`src/tlb_cfg_pkg.sv`:
```
// TLB geometry: way and set counts, field widths and port count

package tlb_cfg_pkg;

  // associativity and depth
  localparam int way_count = 4;
  localparam int set_count = 16;

  // set index is the low vpn bits
  localparam int set_bits = 4;

  // independent combinational lookup ports
  localparam int port_count = 2;

  // virtual side
  localparam int vpn_bits = 20;

  // vpn bits above the set index
  localparam int tag_bits = vpn_bits - set_bits;

  // address space id carried by every lookup and write
  localparam int asid_bits = 8;

  // physical side
  localparam int ppn_bits = 20;

  // per-way LRU age, oldest is way_count-1
  localparam int age_bits = 2;

endpackage

```
`src/tlb_types_pkg.sv`:
```
// TLB data types: entries, lookup and write requests, responses and FSM states

package tlb_types_pkg;

  // translation payload returned on a hit
  typedef struct packed {
    logic [tlb_cfg_pkg::ppn_bits-1:0] ppn;
    // matches any asid when set
    logic                             is_global;
    logic                             writable;
    logic                             user;
  } tlb_perm_t;

  // one stored translation
  typedef struct packed {
    logic                              valid;
    logic [tlb_cfg_pkg::asid_bits-1:0] asid;
    logic [tlb_cfg_pkg::tag_bits-1:0]  tag;
    tlb_perm_t                         perm;
  } tlb_entry_t;

  typedef struct packed {
    logic [tlb_cfg_pkg::vpn_bits-1:0]  vpn;
    logic [tlb_cfg_pkg::asid_bits-1:0] asid;
  } tlb_lookup_req_t;

  typedef struct packed {
    logic       hit;
    logic [1:0] way;
    tlb_perm_t  perm;
  } tlb_lookup_rsp_t;

  typedef enum logic [0:0] {
    wr_fill       = 1'b0,
    wr_invalidate = 1'b1
  } tlb_write_op_t;

  // single-cycle write strobe
  typedef struct packed {
    logic                              en;
    tlb_write_op_t                     op;
    logic [tlb_cfg_pkg::vpn_bits-1:0]  vpn;
    logic [tlb_cfg_pkg::asid_bits-1:0] asid;
    tlb_perm_t                         perm;
  } tlb_write_req_t;

  typedef enum logic [0:0] {
    st_sweep = 1'b0,
    st_run   = 1'b1
  } tlb_ctrl_state_t;

endpackage

```
`src/tlb_ctrl.sv`:
```
// TLB control: post-reset sweep FSM and decode of writes into per-way enables
`timescale 1ns/1ns

module tlb_ctrl (
  input  logic                              clk,
  input  logic                              rst,
  input  tlb_types_pkg::tlb_write_req_t     write,
  input  logic [tlb_cfg_pkg::way_count-1:0] write_hit,
  input  logic [1:0]                        victim,
  output logic [tlb_cfg_pkg::way_count-1:0] wr_en,
  output logic                              fill_en,
  output logic                              sweep,
  output logic [tlb_cfg_pkg::set_bits-1:0]  sweep_set,
  output logic                              ready
);

  tlb_types_pkg::tlb_ctrl_state_t   state;
  logic [tlb_cfg_pkg::set_bits-1:0] sweep_cnt;
  logic                             wr_active;

  // one set per cycle, leave on the last set
  always_ff @(posedge clk) begin
    if (rst) begin
      state     <= tlb_types_pkg::st_sweep;
      sweep_cnt <= '0;
    end else begin
      case (state)
        tlb_types_pkg::st_sweep: begin
          sweep_cnt <= sweep_cnt + 1'b1;
          if (sweep_cnt == tlb_cfg_pkg::set_bits'(tlb_cfg_pkg::set_count - 1)) begin
            state <= tlb_types_pkg::st_run;
          end
        end
        default: begin
          state <= tlb_types_pkg::st_run;
        end
      endcase
    end
  end

  assign sweep     = state == tlb_types_pkg::st_sweep;
  assign sweep_set = sweep_cnt;
  assign ready     = state == tlb_types_pkg::st_run;

  // writes are dropped until the sweep is done
  assign wr_active = ready && write.en;
  assign fill_en   = wr_active && (write.op == tlb_types_pkg::wr_fill);

  always_comb begin
    wr_en = '0;
    if (fill_en) begin
      wr_en[victim] = 1'b1;
    end else if (wr_active) begin
      // invalidate every way that matches
      wr_en = write_hit;
    end
  end

endmodule

```
`config.mk`:
```
export PLATFORM = sky130hd
export DESIGN_NAME = tlb_ctrl
export DESIGN_NICKNAME = d
export VERILOG_FILES = /design/src/tlb_cfg_pkg.sv /design/src/tlb_types_pkg.sv /design/src/tlb_ctrl.sv
export SDC_FILE = /design/constraint.sdc
export NUM_CORES = 1
export LEC_CHECK = 0
export ABC_CLOCK_PERIOD_IN_PS = 1150
export BUFFER_PORTS_ARGS = -buffer_cell sky130_fd_sc_hd__buf_2
export CAP_MARGIN = 20
export CORE_AREA = 2 2 41 43
export CTS_CLUSTER_DIAMETER = 60
export CTS_CLUSTER_SIZE = 28
export DETAILED_ROUTE_END_ITERATION = 8
export DIE_AREA = 0 0 43 45
export PLACE_DENSITY_LB_ADDON = 0.12
export SYNTH_ARGS = -nofsm -noshare
export SYNTH_HDL_FRONTEND = slang
export SYNTH_SLANG_ARGS = --single-unit
```
`constraint.sdc`:
```
create_clock -name clk -period 1.15 [get_ports clk]
set_input_delay 0.23 -clock clk [delete_from_list [all_inputs] [get_ports clk]]
set_output_delay 0.23 -clock clk [all_outputs]
set_load 0.03 [all_outputs]
```
==> results.yml <==
die:
  io_pins: 72
  die-area_um2: 1940
  rows: 14
  core_area_um2: 1470
  die_w_um: 43
  start_util_pct: 18.1
  dieHeight_um: 45
logic_synthesis:
  synth-seq-cells: 5
  postSynthCellCount: 34
  yosysTopAreaCellShare_pct: 37.6
  yosys.area.top_type: "dfxtp_1"
  synth_top_family_by_area: "simple AND/OR/NAND/NOR gates"
  ys_warn_count: 0
  yosys.area_share.adder_pct: 4.69
  muxShareOfSynthArea_pct: 3.76
  ys_seq_area_share_pct: 37.6
  synth_nets: 96
  synthesis.area_um2: 267
  synth_area_per_cell_um2: 7.84
  synth-xor-area-share_pct: 9.86
  synth-simple-area-share_pct: 30.5
  synth_compound_area_share_pct: 10.3
  synthDistinctLibCells: 17
  synthTopCellsByArea: "dfxtp_1 38%, nor2_1 13%, a21oi_1 7.5%"
route:
  routed-wl-met2_um: 287
  dr.max_layer_used: "met3"
  wl_um: 680
  vias: 323
  drcViolationCount: 0
  wl_met1_um: 286
  routedWlPerCell_um: 9.07
  ant_nets: 0
  drt-vias-per-instance: 4.31
  route.met3.wl_um: 106
  drt_iter0_markers: 2
  first_pass_iters: 3
worst_hold_path:
  hold_class: "in -> reg"
  whs_path_depth: 2
  holdCritStartpoint: "rst"
  hold-path-endpoint: "ready$_SDFF_PP0_"
place:
  gp_congestion: 0.719
  place_ws_ns: -0.0331
  numPortBuffers: 20
  hpwl_um: 534
sta:
  fin_crit_ns: 1.20
  setup-tns-final_ns: -0.115
  fin_worst_hold_slack_ns: 0.204
  setup_slack_ns: -0.0459
  fin_skew_ns: 0.00259
  slew_viol_final: 0
  rsz0062_at_grt: "yes"
  relSlewSlack_pct: 83.8
  hold_violations: 0
  tightestPinTransition_ns: 0.243
  setup_viol_count_final: 6
  final.period_utilization_pct: 104
  fmax_mhz: 836
cts:
  cts_buffer_depth: 2
  tritoncts: "built"
  h-tree-depth: 1
  cts.sinks: 5
  cts_hold_buf: 0
  path_clk_slew_ns: 0.04
  clockRootBuffer: "clkbuf_4"
  cts_inserted_buffers: 3
  insertion_delay_ns: 0.24
  cts_setup_buffers: 0
outcome:
  violations: "negative setup slack"
  status: "finished, violations left"
power:
  swShare_pct: 27.9
  peakVddDrop_mv: 0.743
  leakagePower_uw: 0.000232
  p_int_uw: 354
  power_density_nw_per_um2: 935
  p_clk_share_pct: 41.4
  seq_power_share_pct: 39.6
  switchingPower_uw: 137
  pwr-share-comb_pct: 18.9
worst_setup_path:
  reg2reg_slack_ns: 0.18
  worstPathArrival_ns: 0.97
  critPathCaptureType: "output pin"
  r2r_start: "ready$_SDFF_PP0_"
  reg2reg_depth: 4
  r2r-end: "sweep_set[3]$_SDFFE_PP0N_"
  critPathKind: "reg -> out"
  cp_max_fo: 5
  start_kind: "register"
  required_ns: 0.92
global_routing:
  grt_max_degree: 10
  grt_pass1_wl_mm: 1.08
  overflow: 0
  grt_pass1_vias: 271
  grt_usage_pct: 7.49
  grt_antenna_before_repair: 0
finish:
  drive_gt1_share_pct: 61.0
  syn_to_final_growth_pct: 97.2
  nets: 122
  n_antenna_cell: 0
flow_run:
  maxCapViolations: 0
==> through the flow <==
| stage | util (%) | area, um2 | total power [uW] | std cells |
|---|---|---|---|---|
| 2_1_floorplan | - | 319 | 252 | 34 |
| 3_3_place_gp | 30.5 | 449 | 289 | 71 |
| 3_5_place_dp | 30.5 | 449 | 288 | 71 |
| 4_1_cts | 34.8 | 512 | 500 | 75 |
| 5_1_grt | 35.7 | 526 | 522 | 75 |
| 6_report | 35.7 | 526 | 491 | 75 |
==> state kept, by name (all words and copies together), names as in the netlist <==
| name | count |
|---|---|
| ready | 1 |
| sweep_set | 4 |
==> Yosys cell counts <==
master / instances
xnor2_1: 1
nor3_1: 1
inv_1: 1
dfxtp_1: 5
nand3_1: 1
nand4b_1: 1
nor2_1: 9
buf_2: 1
mux2i_1: 1
a22oi_1: 1
nor3b_1: 1
nor2b_1: 1
xor2_1: 2
nand2_1: 2
ha_1: 1
nand3b_1: 1
a21oi_1: 4
==> cells in the final DEF (no fill, tap or decap) <==
| master | n |
|---|---|
| dfxtp_2 | 3 |
| clkbuf_1 | 1 |
| ha_1 | 1 |
| nand2_4 | 1 |
| a21oi_1 | 3 |
| inv_1 | 1 |
| clkbuf_4 | 3 |
| nor2_4 | 4 |
| nor3_1 | 1 |
| dfxtp_1 | 2 |
| mux2i_1 | 1 |
| nor2_1 | 5 |
| xor2_1 | 2 |
| buf_2 | 13 |
| nand4b_1 | 1 |
| nand3_1 | 1 |
| buf_4 | 3 |
| xnor2_1 | 1 |
| a22oi_2 | 1 |
| nand3b_1 | 1 |
| a21oi_4 | 1 |
| nor3b_2 | 1 |
| nand2_1 | 1 |
| nor2b_1 | 1 |
| buf_6 | 6 |
==> layout make-up <==
class / instances / area [um2]
Fill cell: 156 / 946
Inverter: 1 / 3.75
Tap cell: 16 / 20.0
Sequential cell: 5 / 104
Timing Repair Buffer: 22 / 155
Multi-Input combinational cell: 27 / 216
Clock buffer: 4 / 26.3
==> routing by layer <==
metal | track usage (%) | vias up
met4 | 1.82 | 0
met3 | 5.60 | 0
met5 | 0 | -
met1 | 8.82 | 139
met2 | 10.9 | 20
li1 | - | 164
==> worst max path at each step <==
stage	depth (start not counted)	end	from	slack [ns]
after floorplan	2	wr_en[3]	ready$_SDFF_PP0_	0.04
final	3	wr_en[3]	ready$_SDFF_PP0_	-0.05
after global routing	3	wr_en[3]	ready$_SDFF_PP0_	-0.08
after CTS	3	wr_en[3]	ready$_SDFF_PP0_	-0.06
after detailed placement	5	wr_en[2]	write[51]	-0.03
after global placement	4	wr_en[3]	write[51]	-0.02
==> worst max-delay path: stages (launching register included) <==
cell	delay [ns]
dfxtp_2	0.34
nand2_4	0.11
a21oi_4	0.13
buf_6	0.14
==> cell families after synthesis <==
kind of cell | Yosys count
muxes | 1
AOI/OAI and AO/OA | 5
xor gates and xnor gates | 3
and+or+nand+nor | 17
buffers and inverters | 2
adders and majority gates | 1
DFF | 5
==> power by group through the flow <==
| stage | registers (uW) | clock network (uW) | logic, uW |
|---|---|---|---|
| 2_1_floorplan | 215 | 0 | 37.2 |
| 3_3_place_gp | 198 | 0 | 90.8 |
| 3_5_place_dp | 198 | 0 | 89.8 |
| 4_1_cts | 195 | 215 | 90.5 |
| 5_1_grt | 196 | 224 | 102 |
| 6_report | 195 | 204 | 93.1 |
==> timing repair <==
action	CTS	global route
resized for setup	12	3
endpoints found under the hold margin	0	0
endpoints found under the setup margin	7	7
pin swaps	1	3
Power figures use the tool's default switching activity.
