### config.mk
export PLATFORM = sky130hd
export DESIGN_NAME = tlb_lru
export DESIGN_NICKNAME = d
export VERILOG_FILES = /design/src/tlb_cfg_pkg.sv /design/src/tlb_lru.sv
export SDC_FILE = /design/constraint.sdc
export NUM_CORES = 1
export LEC_CHECK = 0
export ABC_AREA = 1
export ABC_CLOCK_PERIOD_IN_PS = 2800
export BUFFER_PORTS_ARGS = -buffer_cell sky130_fd_sc_hd__buf_2
export CAP_MARGIN = 0
export CORE_MARGIN = 2
export CORE_UTILIZATION = 40
export CTS_CLUSTER_DIAMETER = 40
export DETAILED_ROUTE_END_ITERATION = 10
export SETUP_SLACK_MARGIN = 0.2
export SKIP_CTS_REPAIR_TIMING = 1
export SLEW_MARGIN = 20
export SYNTH_ARGS = -nofsm -noshare
export SYNTH_HDL_FRONTEND = slang
export SYNTH_SLANG_ARGS = --single-unit
### constraint.sdc
create_clock -name clk -period 2.8 [get_ports clk]
set_input_delay 0.56 -clock clk [delete_from_list [all_inputs] [get_ports clk]]
set_output_delay 0.56 -clock clk [all_outputs]
set_load 0.02 [all_outputs]
### src/tlb_cfg_pkg.sv
// TLB geometry: way and set counts, field widths and port count

package tlb_cfg_pkg;

  // associativity and depth
  localparam int way_count = 4;
  localparam int set_count = 16;

  // set index is the low vpn bits
  localparam int set_bits = 4;

  // independent combinational lookup ports
  localparam int port_count = 2;

  // virtual side
  localparam int vpn_bits = 20;

  // vpn bits above the set index
  localparam int tag_bits = vpn_bits - set_bits;

  // address space id carried by every lookup and write
  localparam int asid_bits = 8;

  // physical side
  localparam int ppn_bits = 20;

  // per-way LRU age, oldest is way_count-1
  localparam int age_bits = 2;

endpackage

### src/tlb_lru.sv
// TLB LRU: per-set way ages, victim selection and age update on hit or fill
`timescale 1ns/1ns

module tlb_lru (
  input  logic                             clk,
  input  logic                             touch_en,
  input  logic [tlb_cfg_pkg::set_bits-1:0] touch_set,
  input  logic [1:0]                       touch_way,
  input  logic                             fill_en,
  input  logic [tlb_cfg_pkg::set_bits-1:0] fill_set,
  input  logic                             sweep,
  input  logic [tlb_cfg_pkg::set_bits-1:0] sweep_set,
  output logic [1:0]                       victim
);

  // one age per way in every set
  logic [tlb_cfg_pkg::way_count-1:0][tlb_cfg_pkg::age_bits-1:0]
    age_ram [tlb_cfg_pkg::set_count];

  logic [tlb_cfg_pkg::way_count-1:0][tlb_cfg_pkg::age_bits-1:0] fill_ages;
  logic [tlb_cfg_pkg::way_count-1:0][tlb_cfg_pkg::age_bits-1:0] cur_ages;
  logic [tlb_cfg_pkg::way_count-1:0][tlb_cfg_pkg::age_bits-1:0] new_ages;
  logic [tlb_cfg_pkg::way_count-1:0][tlb_cfg_pkg::age_bits-1:0] init_ages;

  logic [tlb_cfg_pkg::set_bits-1:0] upd_set;
  logic [1:0]                       upd_way;
  logic [tlb_cfg_pkg::age_bits-1:0] hit_age;
  logic                             upd_en;

  // victim is the way holding the oldest age
  always_comb begin
    fill_ages = age_ram[fill_set];
    victim    = '0;
    for (int k = 0; k < tlb_cfg_pkg::way_count; k++) begin
      if (fill_ages[k] == tlb_cfg_pkg::age_bits'(tlb_cfg_pkg::way_count - 1)) begin
        victim = 2'(k);
      end
    end
  end

  // fill wins over touch, so a write in the same cycle owns the update
  assign upd_en  = fill_en || touch_en;
  assign upd_set = fill_en ? fill_set : touch_set;
  assign upd_way = fill_en ? victim : touch_way;

  always_comb begin
    cur_ages = age_ram[upd_set];
    hit_age  = cur_ages[upd_way];
    for (int k = 0; k < tlb_cfg_pkg::way_count; k++) begin
      if (2'(k) == upd_way) begin
        new_ages[k] = '0;
      end else if (cur_ages[k] < hit_age) begin
        // younger than the hit way, ages by one
        new_ages[k] = cur_ages[k] + 1'b1;
      end else begin
        new_ages[k] = cur_ages[k];
      end
    end
  end

  // way k starts at age k
  always_comb begin
    for (int k = 0; k < tlb_cfg_pkg::way_count; k++) begin
      init_ages[k] = tlb_cfg_pkg::age_bits'(k);
    end
  end

  always_ff @(posedge clk) begin
    if (sweep) begin
      age_ram[sweep_set] <= init_ages;
    end else if (upd_en) begin
      age_ram[upd_set] <= new_ages;
    end
  end

endmodule

==> flow_summary.json, run 1 <==
{
  "outcome": "complete, no violations",
  "registers.top_by_ff_count": "age_ram",
  "n_antenna_cell": 0,
  "max_cap_violations": 0,
  "hold_crit_class": "primary input to flop",
  "wire_length_of_the_first_global_routing_pass_um": 29700,
  "p_seq_frac": 0.431,
  "drc_errors": 0,
  "crit_path_cell_trace": "buf_2, buf_4, clkinv_1, buf_4, a21oi_1, nand2_1, nand3_1, nand2_2, nand2_4, o21ai_4, buf_4, nand3_1, nand2_1, nor2_4, nand2_1, nand2_1, nand2_1, nand2_1, buf_12",
  "post_synthesis_cell_area_mm2": 0.00653,
  "routed-wl-met3_um": 1540,
  "final.setup_skew_ns": 0.00763,
  "core_area_mm2": 0.0159,
  "ioPinCount": 20,
  "top_regs": "age_ram (128)",
  "cts.root.buffer_cell": "sky130_fd_sc_hd__clkbuf_16",
  "ys_warn_count": 0,
  "timing.final.crit_period_ns": 2.55,
  "vias_in_the_first_global_route": 5295,
  "switching_power_mw": 1.43,
  "regToRegSetupSlack_ns": 0.29,
  "post_layout_nonfiller_instances": 1026,
  "worst_skew_pair.late_latency_ns": 0.42,
  "syn-instance-count": 690,
  "grt.total_usage": 0.228,
  "synth-seq-area-share": 0.588,
  "initial_core_util": 0.410,
  "cts.reportedPaths.clkPinSlew_ns": 0.05,
  "dr.max_layer_used": "met4",
  "htree_levels": 4,
  "yosys.cell_types.count": 30,
  "tritoncts": "done",
  "timing_worst_setup_path_type": "primary input to flop",
  "yosysMostFrequentCell": "sky130_fd_sc_hd__nand2_1",
  "drt-wirelength-per-cell_um": 19.3,
  "p_leak_nw": 3.40,
  "unrepaired_setup_endpoints_after_global_routing": "true",
  "proportion_of_layout_cells_with_a_drive_suffix_above_1": 0.238,
  "synth-seq-cells": 128,
  "layout_worst_path_cycle_share": 0.910,
  "switching_share": 0.270,
  "cts_inserted_buffers": 17,
  "grt-ovfl-total": 0,
  "drtAntennaViolNets": 0,
  "finalHoldViolCount": 0,
  "synth_largest_type_area_fraction": 0.588,
  "clkPwrFrac": 0.367,
  "die_width_um": 132,
  "setup_viol": 0,
  "num-nets-final": 817,
  "critPathSlowestCell": "sky130_fd_sc_hd__o21ai_4",
  "worst_pin_slew_ns": 0.603,
  "dp_hpwl_um": 13800,
  "pin_count_of_the_biggest_net_entering_global_routing": 40,
  "cts.path.max_buffers": 2,
  "synth_edf_count": 128,
  "gp_congestion": 0.949,
  "synth_commonest_cells": "227 x sky130_fd_sc_hd__nand2_1, 132 x sky130_fd_sc_hd__nand3_1, 128 x sky130_fd_sc_hd__edfxtp_1, 44 x sky130_fd_sc_hd__inv_1, 30 x sky130_fd_sc_hd__nor2_1",
  "floorplan.die_area_mm2": 0.0174,
  "maximum_net_fanout_on_the_critical_path": 16,
  "timing.slew.headroom": 0.598,
  "maxSlewViolCount": 0,
  "die_h_um": 132,
  "placed_cells": 987,
  "yosys-top-cells-area": "sky130_fd_sc_hd__edfxtp_1 59%, sky130_fd_sc_hd__nand2_1 13%, sky130_fd_sc_hd__nand3_1 10%, sky130_fd_sc_hd__o211ai_1 3.1%, sky130_fd_sc_hd__inv_1 2.5%",
  "worstSetupEndpointType": "flop",
  "core.rowCount": 46,
  "largest_register_ff_count": 128,
  "power_frac_comb": 0.202,
  "via_count": 5575,
  "clock_sink_count": 128,
  "antenna_found_initial": 0,
  "cpMostUsedCell": "sky130_fd_sc_hd__nand2_1",
  "crit_arrival_ns": 2.71,
  "postSynth.asyncResetShare": 0,
  "route.met2.wl_um": 9060,
  "drt_iter0_drc": 530,
  "postSynthNetCount": 708,
  "portBuffers": 19,
  "areaGrowthSynthToFinish_pct": 26.8,
  "wirelength_met1_um": 8390,
  "crit_required_ns": 2.96,
  "ys_dominant_reg_cell": "sky130_fd_sc_hd__edfxtp_1",
  "power_density_over_the_cells_mw_per_mm2": 639,
  "synth.avg_cell_area_um2": 9.47,
  "vias_per_cell": 5.43,
  "post-layout-total-power_mw": 5.29,
  "vdd_drop_max_uv": 458,
  "max_stage_delay_ns": 0.22,
  "critPathLaunchType": "primary input",
  "number_of_optimization_iterations_in_the_first_detailed_route_pass": 5,
  "power_report.internal_total_mw": 3.86,
  "postRouteWirelength_um": 19800,
  "synth_top_cell_by_area": "sky130_fd_sc_hd__edfxtp_1",
  "fmaxAchievable_mhz": 393
}
-- through the flow --
| step | setup TNS, ns | worst slack (ns) | util | hold WS [ns] | area (um2) |
|---|---|---|---|---|---|
| after global placement | -35.08 | -0.418 | 0.473 | 1.33 | 7540 |
| after detailed placement | -39.79 | -0.473 | 0.473 | 1.32 | 7540 |
| after global routing | 0 | 0.104 | 0.520 | 1.01 | 8280 |
| final | 0 | 0.253 | 0.520 | 0.952 | 8280 |
| after floorplan | 0 | 0.206 | - | 1.04 | 6570 |
| after CTS | -0.658 | -0.0457 | 0.505 | 0.977 | 8050 |
-- kinds of logic (layout without fill, tap and decap cells) --
logic type / Yosys count / count (layout) / synth area share
AO/OA/AOI/OAI: 65 / 65 / 0.0663
buffers and inverters: 88 / 207 / 0.0728
flip-flops: 128 / 128 / 0.588
AND/OR/NAND/NOR: 409 / 410 / 0.273
-- critical path: cells and delay by family --
family,cells,cell delay [ns]
buffers and inverters,6,0.83
AO/OA/AOI/OAI,2,0.29
AND/OR/NAND/NOR,11,0.99
-- layout make-up --
| cell class | count | area (um2) |
|---|---|---|
| fill | 1421 | 7660 |
| sequential | 128 | 3840 |
| multi-input combinational | 475 | 2320 |
| timing repair buffer | 120 | 1090 |
| clock buffer | 21 | 440 |
| tap | 216 | 270 |
| inverter | 56 | 238 |
| clock inverter | 9 | 70.1 |
| timing repair inverter | 1 | 8.76 |
-- final timing paths --
path / startpoint / to / cells after the start
max reg2reg: age_ram[14][7] / age_ram[8][2] / 18
max: fill_set[0] / age_ram[8][2] / 19
min: sweep_set[0] / age_ram[14][0] / 7
min reg2reg: age_ram[8][3] / age_ram[12][3] / 8
-- per-layer routing --
layer  global-route usage  vias up
li1                     -     2587
met1                0.312     2627
met2                0.356      301
met3               0.0381       60
met4                0.112        0
met5                    0        -
-- cell usage in the layout, fill, tap and decap left out, types with 2 or more instances in the layout --
cell and n:
sky130_fd_sc_hd__o21ai_0 13, sky130_fd_sc_hd__inv_2 7, sky130_fd_sc_hd__nand2_2 8, sky130_fd_sc_hd__clkbuf_1 4
sky130_fd_sc_hd__buf_12 14, sky130_fd_sc_hd__clkbuf_16 18, sky130_fd_sc_hd__a21oi_4 2, sky130_fd_sc_hd__nor2_2 5
sky130_fd_sc_hd__inv_1 44, sky130_fd_sc_hd__clkinv_2 2, sky130_fd_sc_hd__clkinv_8 2, sky130_fd_sc_hd__nor2_1 25
sky130_fd_sc_hd__or2_2 5, sky130_fd_sc_hd__nand2_4 5, sky130_fd_sc_hd__o21ai_2 3, sky130_fd_sc_hd__buf_2 17
sky130_fd_sc_hd__clkinv_1 6, sky130_fd_sc_hd__buf_4 82, sky130_fd_sc_hd__o21ai_4 3, sky130_fd_sc_hd__buf_6 5
sky130_fd_sc_hd__o21ai_1 4, sky130_fd_sc_hd__nand3_2 3, sky130_fd_sc_hd__o211ai_1 27, sky130_fd_sc_hd__a21oi_1 10
sky130_fd_sc_hd__nand2_1 224, sky130_fd_sc_hd__nand3_1 131, sky130_fd_sc_hd__edfxtp_1 128, sky130_fd_sc_hd__clkinvlp_4 2
-- power by group through the flow --
stage	Sequential, mW	Combinational, mW	Clock, mW
2_1_floorplan	2.31	0.553	0
3_3_place_gp	2.32	0.964	0
3_5_place_dp	2.32	0.974	0
4_1_cts	2.28	0.977	1.96
5_1_grt	2.29	1.16	2.04
6_report	2.28	1.07	1.95
Note: power is estimated with default switching activity, not from simulation.
==> run 2, diff against run 1 <==
Settings changed: PLACE_DENSITY from default to 0.67.
==> flow_summary.json, run 2 (synthesis results as in run 1) <==
{
  "proportion_of_layout_cells_with_a_drive_suffix_above_1": 0.290,
  "power_report.internal_total_mw": 4.24,
  "cts.root.buffer_cell": "sky130_fd_sc_hd__clkbuf_16",
  "core.rowCount": 46,
  "p_seq_frac": 0.396,
  "largest_register_ff_count": 128,
  "crit_required_ns": 3.09,
  "number_of_optimization_iterations_in_the_first_detailed_route_pass": 5,
  "die_width_um": 132,
  "htree_levels": 4,
  "regToRegSetupSlack_ns": 0.32,
  "hold_crit_class": "primary input to flop",
  "cts.path.max_buffers": 2,
  "switching_power_mw": 1.51,
  "stdcell_area_mm2": 0.00879,
  "maxSlewViolCount": 0,
  "portBuffers": 19,
  "top_regs": "age_ram (128)",
  "finalCoreUtilization": 0.551,
  "core_area_mm2": 0.0159,
  "registers.top_by_ff_count": "age_ram",
  "post-route-worst-setup-slack_ns": 0.231,
  "timing.final.crit_period_ns": 2.57,
  "critical_path.reg2reg.endpoint": "age_ram[5][0]",
  "tritoncts": "done",
  "vias_in_the_first_global_route": 5219,
  "layout_worst_path_cycle_share": 0.917,
  "num-fill-cells": 1342,
  "worst_skew_pair.late_latency_ns": 0.43,
  "p_leak_nw": 3.62,
  "crit_arrival_ns": 2.86,
  "ff2ff_path_depth": 18,
  "dp_hpwl_um": 12400,
  "cts_inserted_buffers": 17,
  "initial_core_util": 0.410,
  "power_frac_comb": 0.206,
  "grt-ovfl-total": 0,
  "endpoint": "age_ram[5][0]",
  "pin_count_of_the_biggest_net_entering_global_routing": 27,
  "postRouteWirelength_um": 19400,
  "final.setup_skew_ns": 0.00620,
  "gp_congestion": 0.868,
  "unrepaired_setup_endpoints_after_global_routing": "false",
  "timing_worst_setup_path_type": "primary input to flop",
  "clock_sink_count": 128,
  "maximum_net_fanout_on_the_critical_path": 7,
  "finalHoldViolCount": 0,
  "vdd_drop_max_uv": 482,
  "power_density_over_the_cells_mw_per_mm2": 654,
  "worstReg2RegStart": "age_ram[0][5]",
  "via_count": 5632,
  "vias_per_cell": 5.38,
  "setup_viol": 0,
  "fmaxAchievable_mhz": 389,
  "placed_cells": 992,
  "clkPwrFrac": 0.398,
  "max_cap_violations": 0,
  "floorplan.die_area_mm2": 0.0174,
  "ioPinCount": 20,
  "num-nets-final": 836,
  "switching_share": 0.263,
  "worstSetupEndpointType": "flop",
  "cts.reportedPaths.clkPinSlew_ns": 0.06,
  "drt_iter0_drc": 620,
  "drc_errors": 0,
  "layout_common_cells": "213 x sky130_fd_sc_hd__nand2_1, 128 x sky130_fd_sc_hd__edfxtp_1, 121 x sky130_fd_sc_hd__nand3_1",
  "worst_pin_slew_ns": 0.848,
  "drt-wirelength-per-cell_um": 18.6,
  "wire_length_of_the_first_global_routing_pass_um": 27600,
  "timing.slew.headroom": 0.433,
  "critPathLaunchType": "primary input",
  "n_antenna_cell": 0,
  "antenna_found_initial": 0,
  "grt.total_usage": 0.212,
  "post-layout-total-power_mw": 5.75,
  "dpl_cell_area_mm2": 0.00760,
  "pre_cts_slack_ns": -0.338,
  "die_h_um": 132,
  "drtAntennaViolNets": 0,
  "areaGrowthSynthToFinish_pct": 34.5,
  "most_common_library_cell_in_the_layout_ignoring_fill_and_taps": "sky130_fd_sc_hd__nand2_1",
  "multi_input_combinational_cell_area_mm2": 0.00245,
  "post_layout_nonfiller_instances": 1047,
  "outcome": "complete, no violations",
  "ff_latch_area_mm2": 0.00384,
  "setup.worst_path.start": "fill_en"
}
## run 2: changes by cell type in the layout (fill, tap and decap cells not counted), moves of 4 or more
cell / previous run / this run
sky130_fd_sc_hd__nand3_2: 3 / 11
sky130_fd_sc_hd__inv_6: 1 / 5
sky130_fd_sc_hd__clkbuf_16: 18 / 24
sky130_fd_sc_hd__nand3_1: 131 / 121
sky130_fd_sc_hd__nand2_2: 8 / 17
sky130_fd_sc_hd__nand2_1: 224 / 213
sky130_fd_sc_hd__buf_4: 82 / 87
## run 2: metal layers
metal  global-route usage  vias up  wire [um]
li1                     -     2637          -
met1                0.266     2682       7790
met2                0.343      261       9370
met3               0.0646       52       1630
met4               0.0912        0        654
met5                    0        -          0
## run 2: area by class of cell
class	count	area share
Sequential cell	128	0.437
Multi-Input combinational cell	476	0.279
Timing Repair Buffer	138	0.155
Clock buffer	18	0.0488
Tap cell	216	0.0307
Inverter	56	0.0272
Clock inverter	14	0.0212
Timing Repair inverter	1	0.000996
## run 2: metrics by stage
| step | setup TNS [ns] | hold WS [ns] |
|---|---|---|
| global placement | -28.65 | 1.21 |
| floorplan | 0 | 1.04 |
| global route | 0 | 0.822 |
| CTS | 0 | 0.787 |
| finish | 0 | 0.814 |
| detailed placement | -29.84 | 1.21 |
## run 2: worst max-delay path, stage by stage
cell	delay, ns
sky130_fd_sc_hd__buf_8	0.10
sky130_fd_sc_hd__buf_12	0.13
sky130_fd_sc_hd__o21ai_4	0.19
sky130_fd_sc_hd__clkinv_4	0.14
sky130_fd_sc_hd__buf_4	0.18
sky130_fd_sc_hd__o211ai_1	0.10
sky130_fd_sc_hd__nand3_1	0.11
sky130_fd_sc_hd__nand3_1	0.13
sky130_fd_sc_hd__nand2_2	0.10
sky130_fd_sc_hd__inv_2	0.07
sky130_fd_sc_hd__nand3_1	0.12
sky130_fd_sc_hd__nand3_4	0.14
sky130_fd_sc_hd__nand2_4	0.09
sky130_fd_sc_hd__buf_4	0.15
sky130_fd_sc_hd__nand3_2	0.05
sky130_fd_sc_hd__nand2_2	0.06
sky130_fd_sc_hd__a21oi_4	0.22
sky130_fd_sc_hd__clkbuf_16	0.19
## run 2: worst min-delay path by stage
stage	depth (start not counted)	endpoint	startpoint
6_report	4	age_ram[1][5]	sweep
5_1_grt	4	age_ram[15][5]	sweep
4_1_cts	4	age_ram[4][5]	sweep
3_5_place_dp	4	age_ram[7][5]	sweep
3_3_place_gp	4	age_ram[6][5]	sweep
2_1_floorplan	6	age_ram[0][1]	age_ram[13][1]
## run 2: power by group through the flow
stage                     logic, mW  registers [mW]  clock network (mW)
after global placement        0.963            2.31                   0
after detailed placement      0.969            2.32                   0
final                          1.18            2.28                2.29
after CTS                     0.975            2.28                2.31
after floorplan               0.553            2.31                   0
after global routing           1.28            2.28                2.41
